--- src/common/dcache_pkg.sv ---
package dcache_pkg;

  // cache geometry
  localparam int unsigned word_width = 32;
  localparam int unsigned num_ways   = 2;
  localparam int unsigned num_banks  = 4;
  localparam int unsigned num_sets   = 16;
  localparam int unsigned tag_width  = 8;

  // derived widths
  localparam int unsigned byte_sel_width = $clog2(word_width / 8);
  localparam int unsigned bank_sel_width = $clog2(num_banks);
  localparam int unsigned off_width      = bank_sel_width + byte_sel_width;
  localparam int unsigned idx_width      = $clog2(num_sets);
  localparam int unsigned line_width     = word_width * num_banks;

  typedef logic [word_width-1:0]     word_t;
  typedef logic [word_width/8-1:0]   be_t;
  // word k of a line sits at bits k*word_width upward
  typedef logic [line_width-1:0]     line_t;
  typedef logic [line_width/8-1:0]   line_be_t;
  typedef logic [tag_width-1:0]      tag_t;
  typedef logic [idx_width-1:0]      idx_t;
  // upper bits pick the bank, lower bits the byte
  typedef logic [off_width-1:0]      off_t;
  typedef logic [bank_sel_width-1:0] bank_sel_t;
  typedef logic [num_ways-1:0]       way_vec_t;

  // index width for n ports, at least one bit
  function automatic int unsigned sel_bits(int unsigned n);
    return (n > 1) ? $clog2(n) : 1;
  endfunction

endpackage

--- src/logic/read_arbiter.sv ---
`timescale 1ns/1ps

module read_arbiter #(
  parameter  int unsigned num_ports      = 3,
  localparam int unsigned port_idx_width = dcache_pkg::sel_bits(num_ports)
) (
  input  logic                      clk_i,
  input  logic                      rst_ni,
  input  logic [num_ports-1:0]      rd_req_i,
  input  logic [num_ports-1:0]      rd_prio_i,
  input  logic                      stall_i,
  output logic [num_ports-1:0]      rd_ack_o,
  output logic                      grant_valid_o,
  output logic [port_idx_width-1:0] grant_idx_o
);

  logic [num_ports-1:0]      req_prio;
  logic [num_ports-1:0]      req_masked;
  logic [port_idx_width-1:0] ptr_q;
  logic                      found;

  // port index base + k wrapped at num_ports
  function automatic logic [port_idx_width-1:0] wrap(logic [port_idx_width-1:0] base,
                                                     int unsigned k);
    int unsigned sum;
    sum = base + k;
    if (sum >= num_ports) begin
      sum = sum - num_ports;
    end
    return port_idx_width'(sum);
  endfunction

  // high prio requests hide the low prio ones
  assign req_prio   = rd_req_i & rd_prio_i;
  assign req_masked = (|req_prio) ? req_prio : rd_req_i;

  // first requester at or after the pointer
  always_comb begin
    found       = 1'b0;
    grant_idx_o = ptr_q;
    for (int unsigned k = 0; k < num_ports; k++) begin
      if (!found && req_masked[wrap(ptr_q, k)]) begin
        found       = 1'b1;
        grant_idx_o = wrap(ptr_q, k);
      end
    end
  end

  // a refill owns the arrays this cycle
  assign grant_valid_o = found & ~stall_i;

  always_comb begin
    rd_ack_o = '0;
    if (grant_valid_o) begin
      rd_ack_o[grant_idx_o] = 1'b1;
    end
  end

  always_ff @(posedge clk_i or negedge rst_ni) begin
    if (!rst_ni) begin
      ptr_q <= '0;
    end else if (grant_valid_o) begin
      ptr_q <= wrap(grant_idx_o, 1);
    end
  end

  // a port granted last cycle yields to every other waiting requester
  assert property (@(posedge clk_i) disable iff (!rst_ni)
    $onehot0(rd_ack_o) &&
    !(grant_valid_o && $past(grant_valid_o) && (rd_ack_o == $past(rd_ack_o)) &&
      ((req_masked & ~rd_ack_o) != '0)));

endmodule

--- config.mk ---
export PLATFORM = sky130hd
export DESIGN_NAME = read_arbiter
export DESIGN_NICKNAME = d
export VERILOG_FILES = /design/src/common/dcache_pkg.sv /design/src/logic/read_arbiter.sv
export SDC_FILE = /design/constraint.sdc
export NUM_CORES = 1
export LEC_CHECK = 0
export BUFFER_PORTS_ARGS = -buffer_cell sky130_fd_sc_hd__buf_2
export CAP_MARGIN = 20
export CORE_MARGIN = 2
export CORE_UTILIZATION = 32
export CTS_CLUSTER_SIZE = 24
export DETAILED_ROUTE_END_ITERATION = 8
export SLEW_MARGIN = 5
export SYNTH_ARGS = -nofsm -noshare
export SYNTH_HDL_FRONTEND = slang
export SYNTH_SLANG_ARGS = --single-unit
--- constraint.sdc ---
create_clock -name clk_i -period 9.74 [get_ports clk_i]
set_input_delay 2.922 -clock clk_i [delete_from_list [all_inputs] [get_ports clk_i]]
set_output_delay 2.922 -clock clk_i [all_outputs]
set_load 0.02 [all_outputs]
### After elaboration in Yosys (flattened, before gate mapping)

Cells that the tools add are included.
Widths: inputs -> output; s select.

* output and inout bits: 6
* bits of input ports: 9
* bits in registers: 2

* multiplexer cells: 20
* magnitude comparators: 9
* reductions and logical operators: 6
* $add $sub $neg: 7
* bitwise gates (word level): 3

Operator list (count)
* $mux 2: 7
* $lt 2x3->1 const B: 4
* $ge 3x2->1 const B: 3
* $sub 2x2->2 const B: 4
* $mux 1: 7
* $add 2x1->3 const B: 2
* $bmux 1 s2: 3
* $mux 3: 2
* $add 2x2->3 const B: 1
* $and 3x3->3: 1
* $logic_and 1x1->1: 3
* $reduce_or 3->1: 1
* $demux 1 s2: 1
* $ge 2x1->1 const B: 1
* $ge 2x2->1 const B: 1
* $logic_not 1->1: 2
* $and 1x1->1: 1
* $not 1->1: 1

### Longest topological paths before layout

Gate-level depths: netlist of the first run.

* depth after elaboration: 17
* mapped depth: 11

### Least setup slack after synthesis of the first run

Ideal clock, no wire load.

* path kind: input port to output port
* start point: input rd_prio_i[0]
* end point: output rd_ack_o[1]
* setup slack: 1940 ps
* path buffers: 1
* stages on the path: 9
* arrival time: 4878 ps
* cell sequence: buf_2 nand3b_1 a22oi_2 nor4_1 a32o_1 o41ai_2 inv_1 ha_1 and2_1

* longest elaborated chain between the ends: 17
* elaborated cells on any way between the ends: 26
* classes of those cells: order compare (2); mux (16); bitwise (2); reduce/logical (6)

Ends and longest elaborated chain
* from (decl): line read_arbiter.sv:10 `input logic [num_ports-1:0] rd_prio_i,`
* $and 3x3->3 *: line read_arbiter.sv:34 `assign req_prio = rd_req_i & rd_prio_i;`
* $reduce_or 3->1: line read_arbiter.sv:35 `assign req_masked = (|req_prio) ? req_prio : rd_req_i;`
* $mux 3 *: line read_arbiter.sv:35
* $bmux 1 s2: line read_arbiter.sv:42 `if (!found && req_masked[wrap(ptr_q, k)]) begin`
* $mux 1 (implied by the code): line read_arbiter.sv:42
* $mux 1: line read_arbiter.sv:42
* $logic_not 1->1: line read_arbiter.sv:42
* $logic_and 1x1->1: line read_arbiter.sv:42
* [... 2 more ...]
* $logic_and 1x1->1: line read_arbiter.sv:42
* $mux 2 *: line read_arbiter.sv:42
* via grant_idx_o[1]: line read_arbiter.sv:14 `output logic [port_idx_width-1:0] grant_idx_o`
* $lt 2x3->1 (implied by the code) or $ge 2x1->1 (tied branches): line read_arbiter.sv:55 `rd_ack_o[grant_idx_o] = 1'b1;`
* $logic_and 1x1->1 (implied by the code): line read_arbiter.sv:55
* $mux 1 (implied by the code): line read_arbiter.sv:55
* $demux 1 s2 *: line read_arbiter.sv:55
* $mux 3 *: line read_arbiter.sv:54 `if (grant_valid_o) begin`
* to (decl): line read_arbiter.sv:12 `output logic [num_ports-1:0] rd_ack_o,`

The timed path passes the listed nets; every way through them passes the cells marked *. The select of a mux whose other input is x is not followed.

### Worst setup path in the final report of the first run

* start point: input rd_req_i[2]
* end point: output rd_ack_o[1]

* longest elaborated chain between the ends: 17
* elaborated cells on any way between the ends: 26
* classes of those cells: order compare (2); mux (16); bitwise (2); reduce/logical (6)

Ends and longest elaborated chain
* from (decl): line read_arbiter.sv:9 `input logic [num_ports-1:0] rd_req_i,`
* $and 3x3->3: line read_arbiter.sv:34
* $reduce_or 3->1: line read_arbiter.sv:35
* $mux 3 *: line read_arbiter.sv:35
* $bmux 1 s2: line read_arbiter.sv:42
* $mux 1 (implied by the code): line read_arbiter.sv:42
* $mux 1: line read_arbiter.sv:42
* $logic_not 1->1: line read_arbiter.sv:42
* $logic_and 1x1->1: line read_arbiter.sv:42
* $mux 1: line read_arbiter.sv:42
* $logic_not 1->1: line read_arbiter.sv:42
* $logic_and 1x1->1: line read_arbiter.sv:42
* $mux 2: line read_arbiter.sv:42
* $lt 2x3->1 (implied by the code) or $ge 2x1->1 (tied branches): line read_arbiter.sv:55
* $logic_and 1x1->1 (implied by the code): line read_arbiter.sv:55
* $mux 1 (implied by the code): line read_arbiter.sv:55
* $demux 1 s2: line read_arbiter.sv:55
* $mux 3 *: line read_arbiter.sv:54

Mark *: on every way between the ends. The rest lies on a longest branch, timed or not. The select of a mux whose other input is x is not followed.

==> results of run 1 <==
-- layout make-up --
| type | instances | area [um^2] |
|---|---|---|
| Tap cell | 16 | 20.0 |
| Timing Repair Buffer | 14 | 70.1 |
| Fill cell | 155 | 923 |
| Clock buffer | 3 | 22.5 |
| Inverter | 8 | 30.0 |
| Sequential cell | 2 | 50.0 |
| Multi-Input combinational cell | 58 | 443 |
-- final timing paths --
kind                       slack, ps                   end            startpoint
setup reg to reg                7120  ptr_q[0]$_DFFE_PN0P_  ptr_q[1]$_DFFE_PN0P_
setup / recovery                1910           rd_ack_o[1]           rd_req_i[2]
min in group asynchronous       2480  ptr_q[1]$_DFFE_PN0P_                rst_ni
hold / removal                   610  ptr_q[1]$_DFFE_PN0P_  ptr_q[1]$_DFFE_PN0P_
max in group asynchronous       7160  ptr_q[0]$_DFFE_PN0P_                rst_ni
hold reg to reg                  610  ptr_q[1]$_DFFE_PN0P_  ptr_q[1]$_DFFE_PN0P_
-- cells in the mapped netlist --
cell type and number:
sky130_fd_sc_hd__nor2_1 4, sky130_fd_sc_hd__a32oi_1 1, sky130_fd_sc_hd__o32ai_1 1, sky130_fd_sc_hd__and3_2 1, sky130_fd_sc_hd__or2_2 1, sky130_fd_sc_hd__ha_1 4, sky130_fd_sc_hd__nor4b_1 1, sky130_fd_sc_hd__and2_1 2
sky130_fd_sc_hd__a21oi_1 3, sky130_fd_sc_hd__nand3_1 1, sky130_fd_sc_hd__o21ai_1 2, sky130_fd_sc_hd__and4_2 1, sky130_fd_sc_hd__a22oi_1 3, sky130_fd_sc_hd__o22ai_1 2, sky130_fd_sc_hd__a2111oi_4 1, sky130_fd_sc_hd__and3b_1 1
sky130_fd_sc_hd__o41ai_2 1, sky130_fd_sc_hd__dfrtp_1 2, sky130_fd_sc_hd__and3_1 1, sky130_fd_sc_hd__nor3_1 2, sky130_fd_sc_hd__inv_1 8, sky130_fd_sc_hd__o32ai_2 1, sky130_fd_sc_hd__a32o_1 1, sky130_fd_sc_hd__o211ai_1 4
sky130_fd_sc_hd__nand2_1 5, sky130_fd_sc_hd__o21a_1 1, sky130_fd_sc_hd__o21ai_0 4, sky130_fd_sc_hd__buf_2 3, sky130_fd_sc_hd__nor4_1 1, sky130_fd_sc_hd__a2111oi_0 1, sky130_fd_sc_hd__a21boi_0 1, sky130_fd_sc_hd__nand3b_1 2
sky130_fd_sc_hd__a22oi_2 1, sky130_fd_sc_hd__maj3_2 1, sky130_fd_sc_hd__buf_4 1, sky130_fd_sc_hd__o41ai_1 2
-- where the power goes --
group / total [W] / leakage, nW / internal [W] / switching, W
Combinational: 0.000175 / 0.239 / 0.0000673 / 0.000107
Clock: 0.0000181 / 0.0138 / 0.0000136 / 0.00000455
Sequential: 0.0000147 / 0.0251 / 0.0000124 / 0.00000231
-- through the flow --
| step | hold WS (ps) | area (um^2) |
|---|---|---|
| 6_report | 610 | 636 |
| 5_1_grt | 675 | 636 |
| 4_1_cts | 612 | 636 |
| 3_5_place_dp | 606 | 613 |
| 3_3_place_gp | 600 | 613 |
| 2_1_floorplan | 549 | 546 |
-- logic make-up (layout without fill, tap and decap cells) --
logic type               count (synthesis)  in the layout  synth area share (%)
AND/OR/NAND/NOR                         23             23                  23.9
adder cells (fa/ha/maj)                  5              5                  11.2
buffers and inverters                   12             25                  9.63
AO/OA/AOI/OAI                           30             30                  46.1
flip-flops                               2              2                  9.17
-- routing by layer --
layer | GRT usage, % | part of all wire, % | vias up
met3 | 3.60 | 4.1 | 0
met4 | 7.06 | 0 | 0
li1 | - | - | 307
met1 | 20.1 | 51 | 266
met2 | 24.6 | 45 | 18
met5 | 0 | 0 | -
-- critical path, cell delays in order --
cell	delay [ps]
sky130_fd_sc_hd__buf_2	170
sky130_fd_sc_hd__a22oi_1	100
sky130_fd_sc_hd__o21ai_1	290
sky130_fd_sc_hd__o21ai_0	150
sky130_fd_sc_hd__a2111oi_0	590
sky130_fd_sc_hd__o32ai_2	190
sky130_fd_sc_hd__inv_1	100
sky130_fd_sc_hd__ha_1	130
sky130_fd_sc_hd__and2_1	110
sky130_fd_sc_hd__buf_2	160
==> results.rst, run 1 <==
.. list-table::
   :header-rows: 1

   * - Metric
     - Value
   * - All-layer global routing usage
     - 15.6%
   * - Post-CTS Setup Inserts
     - 0
   * - Fin nets
     - 100
   * - Num CTS Buffers
     - 3
   * - Final TNS setup
     - 0 ps
   * - Largest regs
     - ptr_q (2)
   * - GRT overflow
     - 0
   * - Most common cell after layout, fill and taps aside
     - sky130_fd_sc_hd__buf_2
   * - RSZ-0062 raised after global routing
     - no
   * - Type of the worst setup path
     - in2out
   * - Final Max Slew Viols
     - 0
   * - Final non-filler cell total
     - 101
   * - Via count of the routed design
     - between 500 and 600
   * - Die Wd
     - 45.3 um
   * - Global-route wire length before repair
     - 2370 um
   * - Worst-Margin Slew
     - approximately 560 ps
   * - Count of instances resized after the clock tree is built
     - 0
   * - Cell count after synthesis
     - 72
   * - Critical Path AT
     - approximately 5000 ps
   * - Number of detailed-routing iterations run before antenna repair
     - 4
   * - TritonCTS clock tree
     - yes
   * - Number of nets with antenna violations after routing
     - 0
   * - Violation count after the first detailed-route iteration
     - 10
   * - Worst hold path cell count
     - 2
   * - Average cell area after synthesis
     - 7.58 um^2
   * - Worst setup timing slack at the placement stage
     - 1910 ps
   * - Maximum vdd drop
     - 0.000152 V
   * - Fraction of post-synthesis cell area in the top cell type by area
     - under 10%
   * - Max FFs per register
     - 2
   * - Count of pins on the block boundary
     - 15
   * - Register-to-Register Path Depth
     - 10
   * - Final cell utilization of the core
     - around two fifths
   * - Fraction of final layout cells sized beyond drive strength 1
     - 29.4%
   * - Capturing element type of the critical path
     - output port
   * - Timing-limited maximum frequency
     - 128 MHz
   * - Aggregate routed wire length
     - 1300 um
   * - Layout-stage area growth over the synthesis result
     - 16.5%
   * - Syn. warnings
     - 0
   * - # setup viols final
     - 0
   * - Port Buffer Count
     - 14
   * - Post-synthesis net count
     - 85
   * - Vias in the first global route
     - 537
   * - Diodes inserted
     - 0
   * - Run status
     - completed
   * - Leakage component of the power
     - 0.278 nW
   * - Most used cells in the layout excluding fill and tap cells
     - sky130_fd_sc_hd__buf_2 (14), sky130_fd_sc_hd__inv_1 (8), sky130_fd_sc_hd__nand2_1 (5)
   * - Clock-pin slew of the registers on the worst-case setup and hold paths
     - 30 ps
   * - Summed instance area of the synthesized netlist
     - 546 um^2
   * - Worst skew pair latency
     - around 220 ps
   * - Routed WL per cell
     - around 13 um
   * - Total of max-cap violations
     - 0
   * - Number of buffers inserted by hold repair at cts
     - 0
   * - Data required time at the worst endpoint
     - 6820 ps
   * - Power density cells
     - between 300 and 400 mW/mm^2
   * - Remaining max-slew budget at the tightest pin
     - 61.4%
   * - CP Max Fanout
     - 8
   * - Number of standard-cell rows in the floorplan
     - 14
   * - Number of antenna violations at the first check in global routing
     - 0
   * - CTS max path bufs
     - 2
   * - Die height
     - 45.3 um
   * - Hold Vio Cnt, Final
     - 0
   * - Post-synth cell types
     - 36
   * - Worst setup skew after layout
     - 4.88 ps
   * - Core outline area
     - 0.00156 mm^2
   * - Clock tree root driver cell
     - sky130_fd_sc_hd__clkbuf_4
   * - H-tree depth reported by CTS
     - 1
   * - Final GP Congestion
     - 0.820
   * - Final critical delay including setup and external delays
     - 7830 ps
   * - Initial Utilization
     - 35.0%
   * - Routed vias/inst
     - 5.85
   * - DRC viols
     - 0
   * - Startpoint types
     - primary input
   * - Pin count of the biggest net entering global routing
     - 12
   * - Final setup margin
     - 1910 ps
   * - TritonCTS Sinks
     - 2
   * - #FFs+latches synth
     - 2
   * - Total die area
     - 0.00205 mm^2
   * - Classification of the worst-slack hold path
     - reg2reg
   * - Largest Register
     - ptr_q
   * - Top cell type by total area after synthesis
     - sky130_fd_sc_hd__dfrtp_1
   * - Final HPWL from detailed placement
     - roughly 980 um
   * - Portion of the post-synthesis area used by sequential elements
     - about 9.2%
   * - Fin crit share
     - approximately four fifths
   * - Biggest area contributors in the synthesized netlist
     - sky130_fd_sc_hd__dfrtp_1 (9.2%), sky130_fd_sc_hd__ha_1 (9.2%), sky130_fd_sc_hd__inv_1 (5.5%)
   * - Final total power
     - 0.000207 W
   * - Number of placed cells counting well taps
     - 98
Note: power is estimated with default switching activity, not from simulation.
==> run 2: changes to the inputs <==
--- a/config.mk
+++ b/config.mk
@@ -5,6 +5,7 @@
 export SDC_FILE = /design/constraint.sdc
 export NUM_CORES = 1
 export LEC_CHECK = 0
+export ABC_AREA = 1
 export BUFFER_PORTS_ARGS = -buffer_cell sky130_fd_sc_hd__buf_2
 export CAP_MARGIN = 20
 export CORE_MARGIN = 2
==> constraint.sdc (replaced) <==
create_clock -name clk_i -period 8.17 [get_ports clk_i]
set_input_delay 2.451 -clock clk_i [delete_from_list [all_inputs] [get_ports clk_i]]
set_output_delay 2.451 -clock clk_i [all_outputs]
set_load 0.02 [all_outputs]
==> results.rst, run 2 <==
.. list-table::
   :header-rows: 1

   * - Metric
     - Value
   * - Synth Flop Type
     - sky130_fd_sc_hd__dfrtp_1
   * - Area of the multi-input gates
     - 394 um^2 (-11%)
   * - Post-synthesis net count
     - 94 (+11%)
   * - Fin nets
     - 113 (+13%)
   * - Number of buffers inserted by hold repair at cts
     - 0 (unchanged)
   * - Clock tree root driver cell
     - sky130_fd_sc_hd__clkbuf_4
   * - Portion of the post-synthesis area used by sequential elements
     - 10.0% (+0.83 points)
   * - Clock-pin slew of the registers on the worst-case setup and hold paths
     - 30 ps (about the same)
   * - Most common cell in the synthesized netlist
     - sky130_fd_sc_hd__nand2_1
   * - TritonCTS Sinks
     - 2 (unchanged)
   * - Startpoint of the worst-slack reg-to-reg timing path
     - ptr_q[0]$_DFFE_PN0P_
   * - Vias in the first global route
     - 459 (-15%)
   * - Total of max-cap violations
     - 0 (unchanged)
   * - Number of nets with antenna violations after routing
     - 0 (unchanged)
   * - Worst setup timing slack at the placement stage
     - 1710 ps (-201 ps)
   * - #FFs+latches synth
     - 2 (unchanged)
   * - TritonCTS clock tree
     - yes
   * - Setup slack of the most critical reg-to-reg path
     - 5970 ps (-1150 ps)
   * - Async set or reset register ratio after synthesis
     - 100% (unchanged)
   * - Run status
     - completed
   * - CP Max Fanout
     - 7 (-1)
   * - GRT overflow
     - 0 (unchanged)
   * - Fin crit share
     - 79.0%
   * - Fraction of post-synthesis cell area in the top cell type by area
     - 17.0% (+7.8 points)
   * - Worst setup skew after layout
     - 0.341 ps (-4.54 ps)
   * - Core outline area
     - 0.00149 mm^2 (-4.5%)
   * - Via count of the routed design
     - 533 (-9.8%)
   * - Layout-stage area growth over the synthesis result
     - 22.5%
   * - Port Buffer Count
     - 14 (unchanged)
   * - Timing-limited maximum frequency
     - between 150 and 200 MHz
   * - Num CTS Buffers
     - 3 (unchanged)
   * - Summed instance area of the synthesized netlist
     - 500 um^2 (-8.3%)
   * - Count of pins on the block boundary
     - 15 (unchanged)
   * - Hold Vio Cnt, Final
     - 0 (unchanged)
   * - Syn. warnings
     - 0 (unchanged)
   * - CTS max path bufs
     - 2 (unchanged)
   * - Final critical delay including setup and external delays
     - 6450 ps
   * - Biggest area contributors in the synthesized netlist
     - sky130_fd_sc_hd__nand3_1 (17%), sky130_fd_sc_hd__nand3_2 (16%), sky130_fd_sc_hd__nand2_1 (14%)
   * - Top cell type by total area after synthesis
     - sky130_fd_sc_hd__nand3_1
   * - End point of the critical path
     - rd_ack_o[2]
   * - Capturing element type of the critical path
     - output port
   * - Data required time at the worst endpoint
     - 5720 ps (-1100 ps)
   * - Average cell area after synthesis
     - 6.18 um^2 (-18%)
   * - Final TNS setup
     - 0 ps (unchanged)
   * - Classification of the worst-slack hold path
     - reg2reg
   * - All-layer global routing usage
     - 11.0% (-4.7 points)
   * - Routed vias/inst
     - 4.68 (-20%)
   * - Type of the worst setup path
     - in2out
   * - Most used cells in the layout excluding fill and tap cells
     - sky130_fd_sc_hd__nand2_1 (18), sky130_fd_sc_hd__nand3_1 (17), sky130_fd_sc_hd__buf_2 (14), sky130_fd_sc_hd__inv_1 (13), sky130_fd_sc_hd__nand3_2 (8)
   * - Remaining max-slew budget at the tightest pin
     - 87.2% (+26 points)
   * - Routed WL per cell
     - 8.75 um (-32%)
   * - Worst setup path start
     - rd_req_i[2]
   * - Filler Cells Inserted
     - 167 (+7.7%)
   * - Number of detailed-routing iterations run before antenna repair
     - 4 (unchanged)
   * - H-tree depth reported by CTS
     - 1 (unchanged)
   * - Pin count of the biggest net entering global routing
     - 8 (-4)
   * - Fraction of final layout cells sized beyond drive strength 1
     - 37.8% (+8.3 points)
   * - # setup viols final
     - 0 (unchanged)
   * - Initial Utilization
     - 33.6% (-1.4 points)
   * - Die height
     - 43.5 um (-3.9%)
   * - Global-route wire length before repair
     - 1660 um (-30%)
   * - Number of antenna violations at the first check in global routing
     - 0 (unchanged)
   * - R2r endpoint
     - ptr_q[0]$_DFFE_PN0P_
   * - DRC viols
     - 0 (unchanged)
   * - Synth cell count leaders
     - sky130_fd_sc_hd__nand2_1 (18), sky130_fd_sc_hd__nand3_1 (17), sky130_fd_sc_hd__inv_1 (13)
   * - Die Wd
     - 43.5 um (-3.9%)
   * - Number of standard-cell rows in the floorplan
     - 14 (unchanged)
   * - Critical Path AT
     - 4000 ps (-910 ps)
   * - Most common cell after layout, fill and taps aside
     - sky130_fd_sc_hd__nand2_1
   * - Total die area
     - 0.00190 mm^2 (-7.6%)
   * - Post-CTS Setup Inserts
     - 0 (unchanged)
   * - Worst-Margin Slew
     - 191 ps (-374 ps)
   * - RSZ-0062 raised after global routing
     - no
   * - Worst skew pair latency
     - 220 ps (about the same)
   * - Startpoint types
     - primary input
   * - Cell count after synthesis
     - 81 (+13%)
   * - Post-synth cell types
     - 13 (-64%)
   * - Largest Register
     - ptr_q
   * - Worst hold path cell count
     - 2 (unchanged)
   * - Final HPWL from detailed placement
     - 833 um (-15%)
   * - Register-to-Register Path Depth
     - 13 (+3)
   * - Final setup margin
     - 1720 ps (-194 ps)
   * - Count of instances resized after the clock tree is built
     - 0 (unchanged)
   * - Diodes inserted
     - 0 (unchanged)
   * - Final Max Slew Viols
     - 0 (unchanged)
   * - EDFF count, synth
     - 0 (unchanged)
   * - Aggregate routed wire length
     - 998 um (-23%)
   * - Max FFs per register
     - 2 (unchanged)
   * - Final GP Congestion
     - 0.747 (-8.9%)
   * - Violation count after the first detailed-route iteration
     - 14 (+4)
   * - Largest regs
     - ptr_q (2)
   * - Register Area
     - 50.0 um^2 (unchanged)
-- run 2: changes by cell type after synthesis, moves of 3 or more --
cell / change
sky130_fd_sc_hd__nand3_2: +8
sky130_fd_sc_hd__inv_1: +5
sky130_fd_sc_hd__nand3_1: +16
sky130_fd_sc_hd__nand2_1: +13
sky130_fd_sc_hd__nand2_2: +6
sky130_fd_sc_hd__buf_2: -3
sky130_fd_sc_hd__o21ai_0: -4
sky130_fd_sc_hd__a22oi_1: -3
sky130_fd_sc_hd__a21oi_1: -3
sky130_fd_sc_hd__o211ai_1: -4
-- run 2: worst min-delay path by stage --
stage / start / end / slack (ps)
after floorplan: ptr_q[1]$_DFFE_PN0P_ / ptr_q[1]$_DFFE_PN0P_ / 470
after global placement: ptr_q[1]$_DFFE_PN0P_ / ptr_q[1]$_DFFE_PN0P_ / 500
after detailed placement: ptr_q[1]$_DFFE_PN0P_ / ptr_q[1]$_DFFE_PN0P_ / 510
after CTS: ptr_q[1]$_DFFE_PN0P_ / ptr_q[1]$_DFFE_PN0P_ / 520
after global routing: ptr_q[1]$_DFFE_PN0P_ / ptr_q[1]$_DFFE_PN0P_ / 550
final: ptr_q[1]$_DFFE_PN0P_ / ptr_q[1]$_DFFE_PN0P_ / 510
-- run 2: layout make-up --
class,instances,area share (%)
Clock buffer,3,3.67
Inverter,15,9.18
Timing Repair Buffer,14,11.4
Tap cell,16,3.27
Multi-Input combinational cell,64,64.3
Sequential cell,2,8.16
-- run 2: logic make-up after synthesis --
logic type | share of synthesized area (%)
AO/OA/AOI/OAI | 1.75
buffers and inverters | 11.3
AND/OR/NAND/NOR | 67.0
flip-flops | 10.0
adder cells (fa/ha/maj) | 10.0
-- run 2: per-stage QoR --
| stage | instances | hold WS (ps) | cell area [um^2] | utilization (%) |
|---|---|---|---|---|
| detailed placement | 111 | 512 | 591 | 39.7 |
| floorplan | 81 | 473 | 500 | - |
| global route | 114 | 547 | 613 | 41.2 |
| CTS | 114 | 520 | 613 | 41.2 |
| finish | 114 | 512 | 613 | 41.2 |
| global placement | 111 | 502 | 591 | 39.7 |
-- run 2: layer usage --
metal  routed length (um)  global-route usage (%)  vias to the layer above  share of wire [%]
li1                     -                       -                      301                  -
met1                  487                    14.7                      223                 49
met2                  483                    17.6                        9                 48
met3                   27                       0                        0                2.7
met4                    0                    6.67                        0                  0
met5                    0                       0                        -                  0
-- run 2: critical path, stage by stage --
cell and delay (ps):
sky130_fd_sc_hd__buf_2 100, sky130_fd_sc_hd__nand2_1 130, sky130_fd_sc_hd__nand3_2 90, sky130_fd_sc_hd__nand2_1 90
sky130_fd_sc_hd__nand3_1 80, sky130_fd_sc_hd__nand3_2 120, sky130_fd_sc_hd__nand2_4 80, sky130_fd_sc_hd__nand3_2 90
sky130_fd_sc_hd__nand2_1 50, sky130_fd_sc_hd__nor2_1 180, sky130_fd_sc_hd__nor2_4 70, sky130_fd_sc_hd__inv_1 60
sky130_fd_sc_hd__ha_1 130, sky130_fd_sc_hd__inv_1 30, sky130_fd_sc_hd__nor2_1 80, sky130_fd_sc_hd__buf_2 160
Power of run 2 is not shown: default switching activity piles up to over one toggle a cycle in this logic, so the estimate is an artifact.
==> run 3: changes to the inputs <==
==> constraint.sdc (replaced) <==
create_clock -name clk_i -period 5.5 [get_ports clk_i]
set_input_delay 1.65 -clock clk_i [delete_from_list [all_inputs] [get_ports clk_i]]
set_output_delay 1.65 -clock clk_i [all_outputs]
set_load 0.02 [all_outputs]
==> results.rst, run 3 (synthesis gave the netlist of run 2 again) <==
.. list-table::
   :header-rows: 1

   * - Metric
     - Value
   * - Run status
     - completed
   * - Routed WL per cell
     - 9.80 um (+12%)
   * - CTS max path bufs
     - 2 (unchanged)
   * - Total die area
     - 0.00190 mm^2 (unchanged)
   * - Diodes inserted
     - 0 (unchanged)
   * - Number of standard-cell rows in the floorplan
     - 14 (unchanged)
   * - Data required time at the worst endpoint
     - 3850 ps (-1870 ps)
   * - RSZ-0062 raised after global routing
     - no
   * - Met3 track demand over resource in global routing
     - 0% (unchanged)
   * - All-layer global routing usage
     - 12.2% (+1.2 points)
   * - Core outline area
     - 0.00149 mm^2 (unchanged)
   * - Worst hold path cell count
     - 2 (unchanged)
   * - Remaining max-slew budget at the tightest pin
     - 86.0% (-1.2 points)
   * - Port Buffer Count
     - 14 (unchanged)
   * - Worst skew pair latency
     - 220 ps (about the same)
   * - Hold Vio Cnt, Final
     - 0 (unchanged)
   * - Worst-Margin Slew
     - 210 ps (+19.4 ps)
   * - Via count of the routed design
     - 561 (+5.3%)
   * - Endpoint, Worst Hold
     - ptr_q[1]$_DFFE_PN0P_
   * - Startpoint of the worst-slack reg-to-reg timing path
     - ptr_q[0]$_DFFE_PN0P_
   * - GRT overflow
     - 0 (unchanged)
   * - Final critical delay including setup and external delays
     - between 4000 and 5000 ps
   * - Vias in the first global route
     - 498 (+8.5%)
   * - Setup slack of the most critical reg-to-reg path
     - 3290 ps (-2680 ps)
   * - Classification of the worst-slack hold path
     - reg2reg
   * - Aggregate routed wire length
     - 1120 um (+12%)
   * - Fraction of final layout cells sized beyond drive strength 1
     - 37.8% (unchanged)
   * - Global-route wire length before repair
     - 1840 um (+11%)
   * - Routed vias/inst
     - 4.92 (+5.3%)
   * - Total of max-cap violations
     - 0 (unchanged)
   * - Met2 capacity usage during global routing
     - 20.6% (+2.9 points)
   * - Number of nets with antenna violations after routing
     - 0 (unchanged)
   * - TritonCTS Sinks
     - 2 (unchanged)
   * - Count of pins on the block boundary
     - 15 (unchanged)
   * - Met1 routing resource usage after global routing
     - 16.2% (+1.5 points)
   * - Final Max Slew Viols
     - 0 (unchanged)
   * - Post-CTS Setup Inserts
     - 0 (unchanged)
   * - TritonCTS clock tree
     - yes
   * - Number of buffers inserted by hold repair at cts
     - 0 (unchanged)
   * - Pin count of the biggest net entering global routing
     - 8 (unchanged)
   * - R2r endpoint
     - ptr_q[0]$_DFFE_PN0P_
   * - Timing-limited maximum frequency
     - between 200 and 250 MHz
   * - Violation count after the first detailed-route iteration
     - 17 (+3)
   * - Routing layer with the top usage in global route
     - met2
   * - CP Max Fanout
     - 5 (-2)
   * - Clock-pin slew of the registers on the worst-case setup and hold paths
     - 30 ps (about the same)
   * - Launch point of the worst hold path
     - ptr_q[1]$_DFFE_PN0P_
   * - Final HPWL from detailed placement
     - 892 um (+7.2%)
   * - Critical Path AT
     - 3230 ps (-770 ps)
   * - Clock tree root driver cell
     - sky130_fd_sc_hd__clkbuf_4
   * - Fin nets
     - 113 (unchanged)
   * - Type of the worst setup path
     - in2out
   * - Register-to-Register Path Depth
     - 13 (unchanged)
   * - Die height
     - 43.5 um (unchanged)
   * - Largest regs
     - ptr_q (2)
   * - Most used cells in the layout excluding fill and tap cells
     - sky130_fd_sc_hd__nand2_1 (18), sky130_fd_sc_hd__nand3_1 (17), sky130_fd_sc_hd__buf_2 (14), sky130_fd_sc_hd__inv_1 (13), sky130_fd_sc_hd__nand3_2 (8)
   * - Die Wd
     - 43.5 um (unchanged)
   * - Num CTS Buffers
     - 3 (unchanged)
   * - Final TNS setup
     - 0 ps (unchanged)
   * - Worst setup skew after layout
     - 0.234 ps (-0.107 ps)
   * - Final GP Congestion
     - 0.747 (about the same)
   * - # setup viols final
     - 0 (unchanged)
   * - Number of detailed-routing iterations run before antenna repair
     - 4 (unchanged)
   * - Filler Cells Inserted
     - 158 (-5.4%)
   * - DRC viols
     - 0 (unchanged)
   * - Number of antenna violations at the first check in global routing
     - 0 (unchanged)
   * - Max FFs per register
     - 2 (unchanged)
   * - Capturing element type of the critical path
     - output port
   * - Fin crit share
     - 88.7%
   * - Most common cell after layout, fill and taps aside
     - sky130_fd_sc_hd__nand2_1
   * - H-tree depth reported by CTS
     - 1 (unchanged)
   * - Largest Register
     - ptr_q
   * - Count of instances resized after the clock tree is built
     - 0 (unchanged)
   * - Layout-stage area growth over the synthesis result
     - 22.5% (unchanged)
   * - Initial Utilization
     - 33.6% (unchanged)
   * - Startpoint types
     - primary input
run 3: area by class of cell:
class / count / area, um^2 / area share, %
inverters: 15 / 56.3 / 9.18
multi-input cells: 64 / 394 / 64.3
repair buffers: 14 / 70.1 / 11.4
well taps: 16 / 20.0 / 3.27
clock buffers: 3 / 22.5 / 3.67
flip-flops and latches: 2 / 50.0 / 8.16
run 3: worst max-delay path by stage:
stage                            start           to  slack, ps  cells after the start
after floorplan           rd_prio_i[2]  rd_ack_o[2]        760                     14
after global placement     rd_req_i[2]  rd_ack_o[2]        640                     16
after detailed placement   rd_req_i[1]  rd_ack_o[2]        630                     16
after CTS                  rd_req_i[1]  rd_ack_o[2]        620                     16
after global routing       rd_req_i[1]  rd_ack_o[2]        450                     16
final                      rd_req_i[2]  rd_ack_o[2]        620                     16
run 3: metrics by stage:
step,hold slack (ps),cell area (um^2),instances,setup WS [ps],utilization [%]
after floorplan,473,500,81,763,-
after detailed placement,518,591,111,631,39.7
after CTS,525,613,114,622,41.2
after global placement,501,591,111,642,39.7
after global routing,540,613,114,449,41.2
final,514,613,114,621,41.2
run 3: worst max-delay path, cell delays in order:
cell and delay, ps:
sky130_fd_sc_hd__buf_2 100, sky130_fd_sc_hd__nand2_1 130, sky130_fd_sc_hd__nand3_2 90, sky130_fd_sc_hd__nand2_1 70, sky130_fd_sc_hd__nand3_1 100, sky130_fd_sc_hd__nand3_1 90, sky130_fd_sc_hd__nand2_1 110, sky130_fd_sc_hd__nand3_2 120
sky130_fd_sc_hd__nand2_1 50, sky130_fd_sc_hd__nor2_1 180, sky130_fd_sc_hd__nor2_4 70, sky130_fd_sc_hd__inv_1 60, sky130_fd_sc_hd__ha_1 130, sky130_fd_sc_hd__inv_1 30, sky130_fd_sc_hd__nor2_1 80, sky130_fd_sc_hd__buf_2 160
run 3: per-layer routing:
layer,vias to the layer above,share of wire [%]
met5,-,0
met4,0,0
met3,0,3.8
met2,17,49
met1,248,48
li1,296,-
Power of run 3 is left out for the same reason.
